**src/pe_pkg.sv**
```systemverilog
package pe_pkg;

   ///////////////////////////////////////////////////////////////////////
   // data types
   ///////////////////////////////////////////////////////////////////////

   // one real or imaginary component, Q1.15
   typedef logic signed [15:0] data_t;

   // one complex sample
   typedef struct packed {
      data_t re;
      data_t im;
   } cplx_t;

   typedef logic [2:0] reg_idx_t;
   typedef logic [3:0] pc_t;
   typedef logic [2:0] opcode_t;
   typedef logic [7:0] iter_t;
   // 0 to 16 instructions
   typedef logic [4:0] icnt_t;

   // opcodes, 5 to 7 act as nop
   localparam opcode_t OP_NOP = 3'd0;
   localparam opcode_t OP_MOV = 3'd1;
   localparam opcode_t OP_ADD = 3'd2;
   localparam opcode_t OP_SUB = 3'd3;
   localparam opcode_t OP_MUL = 3'd4;

   // shift after multiply
   localparam int FRAC_BITS = 15;

   // low 12 bits of a program word
   typedef struct packed {
      opcode_t  opcode;
      reg_idx_t dst;
      reg_idx_t src_a;
      reg_idx_t src_b;
   } instr_t;

   // run configuration handed to the element
   typedef struct packed {
      iter_t iter_count;
      icnt_t inst_count;
   } pe_cfg_t;

   ///////////////////////////////////////////////////////////////////////
   // APB
   ///////////////////////////////////////////////////////////////////////

   typedef logic [7:0]  apb_addr_t;
   typedef logic [31:0] apb_data_t;

   typedef struct packed {
      logic      psel;
      logic      penable;
      logic      pwrite;
      apb_addr_t paddr;
      apb_data_t pwdata;
   } apb_req_t;

   typedef struct packed {
      apb_data_t prdata;
      logic      pready;
      logic      pslverr;
   } apb_rsp_t;

   // register map
   localparam apb_addr_t ADDR_ITER   = 8'h00;
   localparam apb_addr_t ADDR_ICNT   = 8'h04;
   localparam apb_addr_t ADDR_STATUS = 8'h08;

endpackage

```
**src/complex_alu.sv**
```systemverilog
module complex_alu (
   input  logic            clk,
   input  logic            rst,
   input  logic            en,
   input  pe_pkg::opcode_t opcode,
   input  pe_pkg::cplx_t   a,
   input  pe_pkg::cplx_t   b,
   output pe_pkg::cplx_t   result,
   output logic            result_we
);

   // full precision partial products, 33 bits holds the sum of two
   logic signed [32:0] p_rr;
   logic signed [32:0] p_ii;
   logic signed [32:0] p_ri;
   logic signed [32:0] p_ir;
   logic signed [32:0] mul_re;
   logic signed [32:0] mul_im;
   logic signed [32:0] sh_re;
   logic signed [32:0] sh_im;
   logic               op_valid;

   ///////////////////////////////////////////////////////////////////////
   // multiply datapath
   ///////////////////////////////////////////////////////////////////////

   always_comb begin
      p_rr   = a.re * b.re;
      p_ii   = a.im * b.im;
      p_ri   = a.re * b.im;
      p_ir   = a.im * b.re;
      mul_re = p_rr - p_ii;
      mul_im = p_ri + p_ir;
      // arithmetic shift then keep low 16
      sh_re  = mul_re >>> pe_pkg::FRAC_BITS;
      sh_im  = mul_im >>> pe_pkg::FRAC_BITS;
   end

   // nop and unused codes write nothing
   assign op_valid = (opcode == pe_pkg::OP_MOV) || (opcode == pe_pkg::OP_ADD) ||
                     (opcode == pe_pkg::OP_SUB) || (opcode == pe_pkg::OP_MUL);

   // write flag, one cycle after issue
   always_ff @(posedge clk) begin
      if (rst) begin
         result_we <= 1'b0;
      end else begin
         result_we <= en && op_valid;
      end
   end

   // result register, add and sub wrap at 16 bits
   always_ff @(posedge clk) begin
      if (en) begin
         case (opcode)
            pe_pkg::OP_MOV: result <= a;
            pe_pkg::OP_ADD: begin
               result.re <= a.re + b.re;
               result.im <= a.im + b.im;
            end
            pe_pkg::OP_SUB: begin
               result.re <= a.re - b.re;
               result.im <= a.im - b.im;
            end
            pe_pkg::OP_MUL: begin
               result.re <= sh_re[15:0];
               result.im <= sh_im[15:0];
            end
            default: result <= result;
         endcase
      end
   end

endmodule

```
**src/data_mem.sv**
```systemverilog
module data_mem #(
   parameter int REG_NUM = 8
) (
   input  logic             clk,
   input  logic             rst,
   input  logic             we,
   input  pe_pkg::reg_idx_t waddr,
   input  pe_pkg::cplx_t    wdata,
   input  pe_pkg::reg_idx_t raddr_a,
   input  pe_pkg::reg_idx_t raddr_b,
   output pe_pkg::cplx_t    rdata_a,
   output pe_pkg::cplx_t    rdata_b
);

   ///////////////////////////////////////////////////////////////////////
   // complex register file
   ///////////////////////////////////////////////////////////////////////

   pe_pkg::cplx_t regs [REG_NUM];

   // single write port, whole file zeroed on reset
   always_ff @(posedge clk) begin
      if (rst) begin
         for (int i = 0; i < REG_NUM; i++) begin
            regs[i] <= '0;
         end
      end else if (we) begin
         regs[waddr] <= wdata;
      end
   end

   // async reads
   // port a serves operand a and the output stream
   assign rdata_a = regs[raddr_a];
   // port b only ever operand b
   assign rdata_b = regs[raddr_b];

endmodule

```
**src/pe.sv**
```systemverilog
module pe #(
   parameter int REG_NUM = 8,
   parameter int OUT_NUM = 4
) (
   input  logic            clk,
   input  logic            rst,
   input  logic            din_v,
   input  pe_pkg::cplx_t   din,
   input  pe_pkg::pe_cfg_t cfg,
   input  pe_pkg::instr_t  instr,
   output pe_pkg::pc_t     pc,
   output logic            busy,
   output logic            done,
   output logic            dout_v,
   output pe_pkg::cplx_t   dout
);

   logic             load_we;
   pe_pkg::reg_idx_t load_idx;
   logic             issue;
   logic             wb;
   logic             out_en;
   pe_pkg::reg_idx_t out_idx;

   logic             mem_we;
   pe_pkg::reg_idx_t mem_waddr;
   pe_pkg::cplx_t    mem_wdata;
   pe_pkg::reg_idx_t raddr_a;
   pe_pkg::cplx_t    rdata_a;
   pe_pkg::cplx_t    rdata_b;
   pe_pkg::cplx_t    alu_result;
   logic             alu_we;

   pe_seq #(
      .REG_NUM (REG_NUM),
      .OUT_NUM (OUT_NUM)
   ) u_seq (
      .clk      (clk),
      .rst      (rst),
      .din_v    (din_v),
      .cfg      (cfg),
      .pc       (pc),
      .busy     (busy),
      .done     (done),
      .load_we  (load_we),
      .load_idx (load_idx),
      .issue    (issue),
      .wb       (wb),
      .out_en   (out_en),
      .out_idx  (out_idx)
   );

   ///////////////////////////////////////////////////////////////////////
   // register file port steering
   ///////////////////////////////////////////////////////////////////////

   // load and writeback never overlap, load wins anyway
   assign mem_we    = load_we || (wb && alu_we);
   assign mem_waddr = load_we ? load_idx : instr.dst;
   assign mem_wdata = load_we ? din : alu_result;
   // port a is shared with the output stream
   assign raddr_a   = out_en ? out_idx : instr.src_a;

   data_mem #(
      .REG_NUM (REG_NUM)
   ) u_mem (
      .clk     (clk),
      .rst     (rst),
      .we      (mem_we),
      .waddr   (mem_waddr),
      .wdata   (mem_wdata),
      .raddr_a (raddr_a),
      .raddr_b (instr.src_b),
      .rdata_a (rdata_a),
      .rdata_b (rdata_b)
   );

   complex_alu u_alu (
      .clk       (clk),
      .rst       (rst),
      .en        (issue),
      .opcode    (instr.opcode),
      .a         (rdata_a),
      .b         (rdata_b),
      .result    (alu_result),
      .result_we (alu_we)
   );

   // output stream, one cycle behind out_en
   always_ff @(posedge clk) begin
      if (rst) begin
         dout_v <= 1'b0;
      end else begin
         dout_v <= out_en;
      end
   end

   always_ff @(posedge clk) begin
      if (out_en) begin
         dout <= rdata_a;
      end
   end

endmodule

```
**src/pe_config.sv**
```systemverilog
module pe_config (
   input  logic             clk,
   input  logic             rst,
   input  pe_pkg::apb_req_t apb_req,
   output pe_pkg::apb_rsp_t apb_rsp,
   input  logic             busy,
   input  logic             done,
   input  pe_pkg::pc_t      pc,
   output pe_pkg::pe_cfg_t  cfg,
   output pe_pkg::instr_t   instr
);

   // program store, sixteen words
   pe_pkg::instr_t prog [16];
   logic [7:0]     done_count;

   logic        access;
   logic        is_iter;
   logic        is_icnt;
   logic        is_stat;
   logic        is_prog;
   logic        mapped;
   logic        err;
   logic        wr_en;
   pe_pkg::pc_t prog_idx;

   ///////////////////////////////////////////////////////////////////////
   // address decode
   ///////////////////////////////////////////////////////////////////////

   assign access   = apb_req.psel && apb_req.penable;
   assign is_iter  = (apb_req.paddr == pe_pkg::ADDR_ITER);
   assign is_icnt  = (apb_req.paddr == pe_pkg::ADDR_ICNT);
   assign is_stat  = (apb_req.paddr == pe_pkg::ADDR_STATUS);
   // 0x40 to 0x7c, word aligned
   assign is_prog  = (apb_req.paddr[7:6] == 2'b01) && (apb_req.paddr[1:0] == 2'b00);
   assign mapped   = is_iter || is_icnt || is_stat || is_prog;
   assign prog_idx = apb_req.paddr[5:2];

   // bad address, write while running, write to status
   assign err   = access && (!mapped || (apb_req.pwrite && (busy || is_stat)));
   assign wr_en = access && apb_req.pwrite && !err;

   // config registers
   always_ff @(posedge clk) begin
      if (rst) begin
         cfg <= '0;
      end else if (wr_en && is_iter) begin
         cfg.iter_count <= apb_req.pwdata[7:0];
      end else if (wr_en && is_icnt) begin
         // sixteen is the program depth, larger values saturate
         cfg.inst_count <= (apb_req.pwdata > 32'd16) ? 5'd16 : apb_req.pwdata[4:0];
      end
   end

   // program words
   always_ff @(posedge clk) begin
      if (wr_en && is_prog) begin
         prog[prog_idx] <= pe_pkg::instr_t'(apb_req.pwdata[11:0]);
      end
   end

   // completed runs, wraps
   always_ff @(posedge clk) begin
      if (rst) begin
         done_count <= '0;
      end else if (done) begin
         done_count <= done_count + 8'd1;
      end
   end

   ///////////////////////////////////////////////////////////////////////
   // read path
   ///////////////////////////////////////////////////////////////////////

   always_comb begin
      apb_rsp         = '0;
      apb_rsp.pready  = 1'b1;
      apb_rsp.pslverr = err;
      if (is_iter) begin
         apb_rsp.prdata[7:0] = cfg.iter_count;
      end else if (is_icnt) begin
         apb_rsp.prdata[4:0] = cfg.inst_count;
      end else if (is_stat) begin
         apb_rsp.prdata[0]    = busy;
         apb_rsp.prdata[15:8] = done_count;
      end else if (is_prog) begin
         apb_rsp.prdata[11:0] = prog[prog_idx];
      end
   end

   // instruction fetch, no latency
   assign instr = prog[pc];

endmodule

```
**src/pe_seq.sv**
```systemverilog
module pe_seq #(
   parameter int REG_NUM = 8,
   parameter int OUT_NUM = 4
) (
   input  logic             clk,
   input  logic             rst,
   input  logic             din_v,
   input  pe_pkg::pe_cfg_t  cfg,
   output pe_pkg::pc_t      pc,
   output logic             busy,
   output logic             done,
   output logic             load_we,
   output pe_pkg::reg_idx_t load_idx,
   output logic             issue,
   output logic             wb,
   output logic             out_en,
   output pe_pkg::reg_idx_t out_idx
);

   typedef enum logic [1:0] {
      IDLE,
      LOAD,
      COMPUTE,
      OUTPUT
   } state_t;

   state_t           state;
   state_t           after_load;
   pe_pkg::reg_idx_t load_cnt;
   // 0 issue, 1 writeback
   logic             phase;
   pe_pkg::iter_t    iter_cnt;
   // one extra count so done lines up with the last registered output word
   logic [3:0]       out_cnt;
   logic             last_load;
   logic             last_inst;
   logic             last_iter;
   logic             out_last;

   // zero iterations or empty program go straight to output
   assign after_load = (cfg.iter_count == '0 || cfg.inst_count == '0) ? OUTPUT : COMPUTE;
   assign last_load  = (load_cnt == pe_pkg::reg_idx_t'(REG_NUM - 1));
   assign last_inst  = ({1'b0, pc} == cfg.inst_count - 5'd1);
   assign last_iter  = (iter_cnt == cfg.iter_count - 8'd1);
   assign out_last   = (out_cnt == 4'(OUT_NUM));

   ///////////////////////////////////////////////////////////////////////
   // state and counters
   ///////////////////////////////////////////////////////////////////////

   always_ff @(posedge clk) begin
      if (rst) begin
         state    <= IDLE;
         load_cnt <= '0;
         pc       <= '0;
         phase    <= 1'b0;
         iter_cnt <= '0;
         out_cnt  <= '0;
      end else begin
         case (state)
            IDLE: begin
               // word 0 goes in here, LOAD picks up at 1
               load_cnt <= pe_pkg::reg_idx_t'(1);
               pc       <= '0;
               phase    <= 1'b0;
               iter_cnt <= '0;
               out_cnt  <= '0;
               if (din_v) begin
                  state <= (REG_NUM == 1) ? after_load : LOAD;
               end
            end
            LOAD: begin
               // gaps in din_v just hold
               if (din_v) begin
                  load_cnt <= load_cnt + 1'b1;
                  if (last_load) begin
                     state <= after_load;
                  end
               end
            end
            COMPUTE: begin
               phase <= ~phase;
               if (phase) begin
                  if (last_inst) begin
                     pc       <= '0;
                     iter_cnt <= iter_cnt + 1'b1;
                     if (last_iter) begin
                        state <= OUTPUT;
                     end
                  end else begin
                     pc <= pc + 1'b1;
                  end
               end
            end
            OUTPUT: begin
               out_cnt <= out_cnt + 1'b1;
               if (out_last) begin
                  state <= IDLE;
               end
            end
            default: state <= IDLE;
         endcase
      end
   end

   // strobes
   assign busy     = (state != IDLE);
   assign load_we  = din_v && (state == IDLE || state == LOAD);
   assign load_idx = (state == LOAD) ? load_cnt : '0;
   assign issue    = (state == COMPUTE) && !phase;
   assign wb       = (state == COMPUTE) && phase;
   assign out_en   = (state == OUTPUT) && !out_last;
   assign out_idx  = pe_pkg::reg_idx_t'(out_cnt);
   assign done     = (state == OUTPUT) && out_last;

endmodule

```
**src/pe_top.sv**
```systemverilog
module pe_top #(
   parameter int REG_NUM = 8,
   parameter int OUT_NUM = 4
) (
   input  logic             clk,
   input  logic             rst,
   input  pe_pkg::apb_req_t apb_req,
   output pe_pkg::apb_rsp_t apb_rsp,
   input  logic             din_v,
   input  pe_pkg::cplx_t    din,
   output logic             dout_v,
   output pe_pkg::cplx_t    dout
);

   // config to element
   pe_pkg::pe_cfg_t cfg;
   pe_pkg::instr_t  instr;
   // element back to config
   pe_pkg::pc_t     pc;
   logic            busy;
   logic            done;

   ///////////////////////////////////////////////////////////////////////
   // APB register block
   ///////////////////////////////////////////////////////////////////////

   pe_config u_config (
      .clk     (clk),
      .rst     (rst),
      .apb_req (apb_req),
      .apb_rsp (apb_rsp),
      .busy    (busy),
      .done    (done),
      .pc      (pc),
      .cfg     (cfg),
      .instr   (instr)
   );

   ///////////////////////////////////////////////////////////////////////
   // processing element
   ///////////////////////////////////////////////////////////////////////

   pe #(
      .REG_NUM (REG_NUM),
      .OUT_NUM (OUT_NUM)
   ) u_pe (
      .clk    (clk),
      .rst    (rst),
      .din_v  (din_v),
      .din    (din),
      .cfg    (cfg),
      .instr  (instr),
      .pc     (pc),
      .busy   (busy),
      .done   (done),
      .dout_v (dout_v),
      .dout   (dout)
   );

endmodule
```
**config.mk**
```make
export PLATFORM = sky130hd
export DESIGN_NAME = pe_top
export DESIGN_NICKNAME = d
export VERILOG_FILES = /design/src/pe_pkg.sv /design/src/complex_alu.sv /design/src/data_mem.sv /design/src/pe.sv /design/src/pe_config.sv /design/src/pe_seq.sv /design/src/pe_top.sv
export SDC_FILE = /design/constraint.sdc
export NUM_CORES = 2
export LEC_CHECK = 0
export BUFFER_PORTS_ARGS = -buffer_cell sky130_fd_sc_hd__buf_2
export CAP_MARGIN = 20
export CORE_UTILIZATION = 40
export CTS_BUF_LIST = sky130_fd_sc_hd__clkbuf_8
export CTS_CLUSTER_SIZE = 12
export DETAILED_ROUTE_END_ITERATION = 12
export RECOVER_POWER = 100
export SLEW_MARGIN = 20
export SYNTH_ARGS = -nofsm -noshare
export SYNTH_HDL_FRONTEND = slang
export SYNTH_SLANG_ARGS = --single-unit
```
**constraint.sdc**
```tcl
create_clock -name clk -period 9.85 [get_ports clk]
set_input_delay 0.985 -clock clk [delete_from_list [all_inputs] [get_ports clk]]
set_output_delay 0.985 -clock clk [all_outputs]
set_load 0.02 [all_outputs]
```
==> metrics.csv <==
metric,value,unit
status,"complete, but fails checks",
violations,"capacitance limit, slew limit, setup timing",
grt_max_degree,57,
die_area,0.1712,mm^2
max_stage_delay,0.59,ns
grt_overflow,0,
grt_setup_unrepaired,yes,
fin_ws,-0.5153,ns
postSynthCellCount,6749,
reg2reg_depth,38,
hpwl,193.8,mm
gp_congestion,1.005,
start_kind,flop,
crit_type,flop to flop,
cp.arrival,10.92,ns
multi_input_area,0.04637,mm^2
min_to,u_pe.u_seq.load_cnt[0],
max-slew-margin-rel,-0.8829,
synth_edf_count,512,
min_from,u_pe.u_seq.load_cnt[0],
gr-usage-all-layers,0.3006,
yosys_warnings,0,
wirelength,252.3,mm
root_buffer,clkbuf_8,
finalMaxSlewViolations,54,
num_rows,150,
async_reset_ff_frac,0,
antenna_left,0,
path_max_fanout,18,
hold_class,flop to flop,
tightest_slew,2.824,ns
seq_area,0.01636,mm^2
num_io_pins,145,
syn2layout_area_growth,21.69,%
grt_pass1_wl,371.5,mm
path_buf_inv,13,
grt_pass1_vias,56560,
synth_ff_type,edfxtp_1,
clk_path_buf_depth,3,
hold_buffers,0,
drive_above_1_share,0.2089,
required,10.41,ns
fillers,15460,
synth_top_area_share,0.3310,
fin_util,0.4917,
drc,0,
r2r_slack,-0.52,ns
cts_buffers,103,
layout_min_cycle_time,10.37,ns
hold_viol,0,
port-buffer-count,127,
syn-cell-area,0.06780,mm^2
synth_area_leaders,"fa_1, edfxtp_1, inv_1",
timing.hold.ws,0.4718,ns
start_util,0.4041,
clkTransAtPathRegs,0.06,ns
first_iter_violations,5735,
die_x,413.7,um
finalClockSkew,0.1143,ns
antenna_found_initial,9,
synth_cell_type_count,95,
max_cap_violations,2,
reg2reg_to,u_pe.u_alu.result[14],
dr.pass1.iters,7,
die_height,413.7,um
clock.fmax,0.09648,GHz
finalSetupTns,-5.510,ns
critPathCaptureType,flop,
clock_latency,0.90,ns
cpMaxStageDelayCell,fa_1,
path_delay_family,adder cells,
final_nets,9150,
h-tree-depth,3,
vias,53960,
ys_ff_latch,561,
cts.sinks,561,
core,0.1678,mm^2
synth_area_per_cell,10.05,um^2
ys_seq_area_frac,0.2412,
synth_top_cell_by_area,fa_1,
min_period_over_period,1.052,
vias_per_cell,5.448,
hold_depth,2,
setup_viol_count_final,19,
cts_tree,done,
cpMostUsedCell,fa_1,
routedWlPerCell,25.47,um
metal layers:
metal | GRT usage | wire length [um] | part of all wire
met2 | 0.4731 | 114400 | 0.45
met3 | 0.06110 | 22830 | 0.090
met1 | 0.3821 | 96460 | 0.38
met4 | 0.1807 | 18560 | 0.074
met5 | 0 | 65 | 0.00026
cells in the final DEF, fill, tap and decap left out, types with 52 or more instances in the layout:
cell      instances
inv_1          1323
fa_1           1111
nand2_1         877
buf_4           792
nor2_1          774
edfxtp_1        512
ha_1            332
mux2i_1         158
mux4_2          113
buf_12          112
xnor2_1         107
clkbuf_8        106
buf_2            80
and3_1           71
a21oi_1          68
o21ai_0          54
and2_1           52
cell families after synthesis:
| group | synth area share |
|---|---|
| flip-flops | 0.2412 |
| AND/OR/NAND/NOR | 0.1274 |
| XOR/XNOR | 0.02041 |
| other | 0.0001108 |
| buffers and inverters | 0.09663 |
| AO/OA/AOI/OAI | 0.05040 |
| multiplexers | 0.07027 |
| adder cells (fa/ha/maj) | 0.3936 |
worst max-delay path by stage:
stage               start                     to  slack [ns]  cells past startpoint
floorplan            flop   u_pe.u_alu.result[8]       0.003                     40
global placement     flop  u_pe.u_alu.result[30]       -0.96                     41
detailed placement   flop  u_pe.u_alu.result[30]       -0.98                     42
CTS                  flop  u_pe.u_alu.result[14]       -0.39                     43
global route         flop  u_pe.u_alu.result[14]       -0.83                     41
finish               flop  u_pe.u_alu.result[14]       -0.52                     38
per-stage QoR:
step,cells,worst slack [ns],cell area [um^2]
after floorplan,6764,0.002622,67950
after global placement,9600,-0.9572,77970
after detailed placement,9600,-0.9789,77980
after CTS,9889,-0.3861,82220
after global routing,9902,-0.8278,82500
final,9905,-0.5153,82500
state kept, by name, indices dropped and copies added, names as in the netlist, named ones only:
signal and flops:
u_pe.u_seq.state 2, u_pe.u_seq.iter_cnt 8, u_config.prog 192, u_config.done_count 8
u_pe.u_seq.phase 1, u_pe.u_mem.regs 256, u_pe.u_alu.result 32, u_pe.u_alu.result_we 1
u_pe.dout_v 1, u_pe.dout 32, u_pe.u_seq.out_cnt 4, u_pe.u_seq.load_cnt 3
u_pe.u_seq.pc 4, u_config.cfg 13
Yosys cell counts, types with 19 or more instances:
cell	count
mux2i_1	188
o21ai_0	65
xor2_1	48
inv_1	1326
nor2_1	805
mux2_2	27
clkbuf_1	270
and3_1	77
nand2_1	891
and2_1	55
buf_1	43
ha_1	339
o211ai_1	19
nor3_1	35
nor2b_1	22
xnor2_1	110
a221oi_1	19
nand4_1	28
nand2b_1	31
a21o_1	25
o221ai_1	21
fa_1	1121
a31oi_1	70
edfxtp_1	512
dfxtp_1	49
a21boi_0	19
mux4_2	113
a21oi_1	79
buf_4	30
nand3_1	47
repair_timing:
| action | 4_1_cts | 5_1_grt |
|---|---|---|
| cloned | 13 | 1 |
| endpoints found under the setup margin | 26 | 31 |
| pin swaps | 93 | 40 |
| setup buffers | 91 | 11 |
| resized for setup | 255 | 50 |
final cells by class:
class,count,share of cell area
Antenna cell,4,0.0001213
Tap cell,2204,0.03342
Timing Repair Buffer,1105,0.1197
Sequential cell,561,0.1983
Inverter,1338,0.06188
Multi-Input combinational cell,4503,0.5620
Clock inverter,84,0.006870
Clock buffer,106,0.01768
worst register-to-register path: cells and delay by family, from the launching register on:
| kind | cells | cell delay (ns) |
|---|---|---|
| adder cells (fa/ha/maj) | 9 | 4.36 |
| buffers and inverters | 13 | 1.99 |
| AND/OR/NAND/NOR | 9 | 1.93 |
| multiplexers | 2 | 0.67 |
| AO/OA/AOI/OAI | 4 | 0.63 |
| flip-flops | 1 | 0.37 |
| XOR/XNOR | 1 | 0.15 |
Power is left out: the tool's default activity adds up to more than one toggle a clock period on the data nets, which glitch-free logic cannot reach.
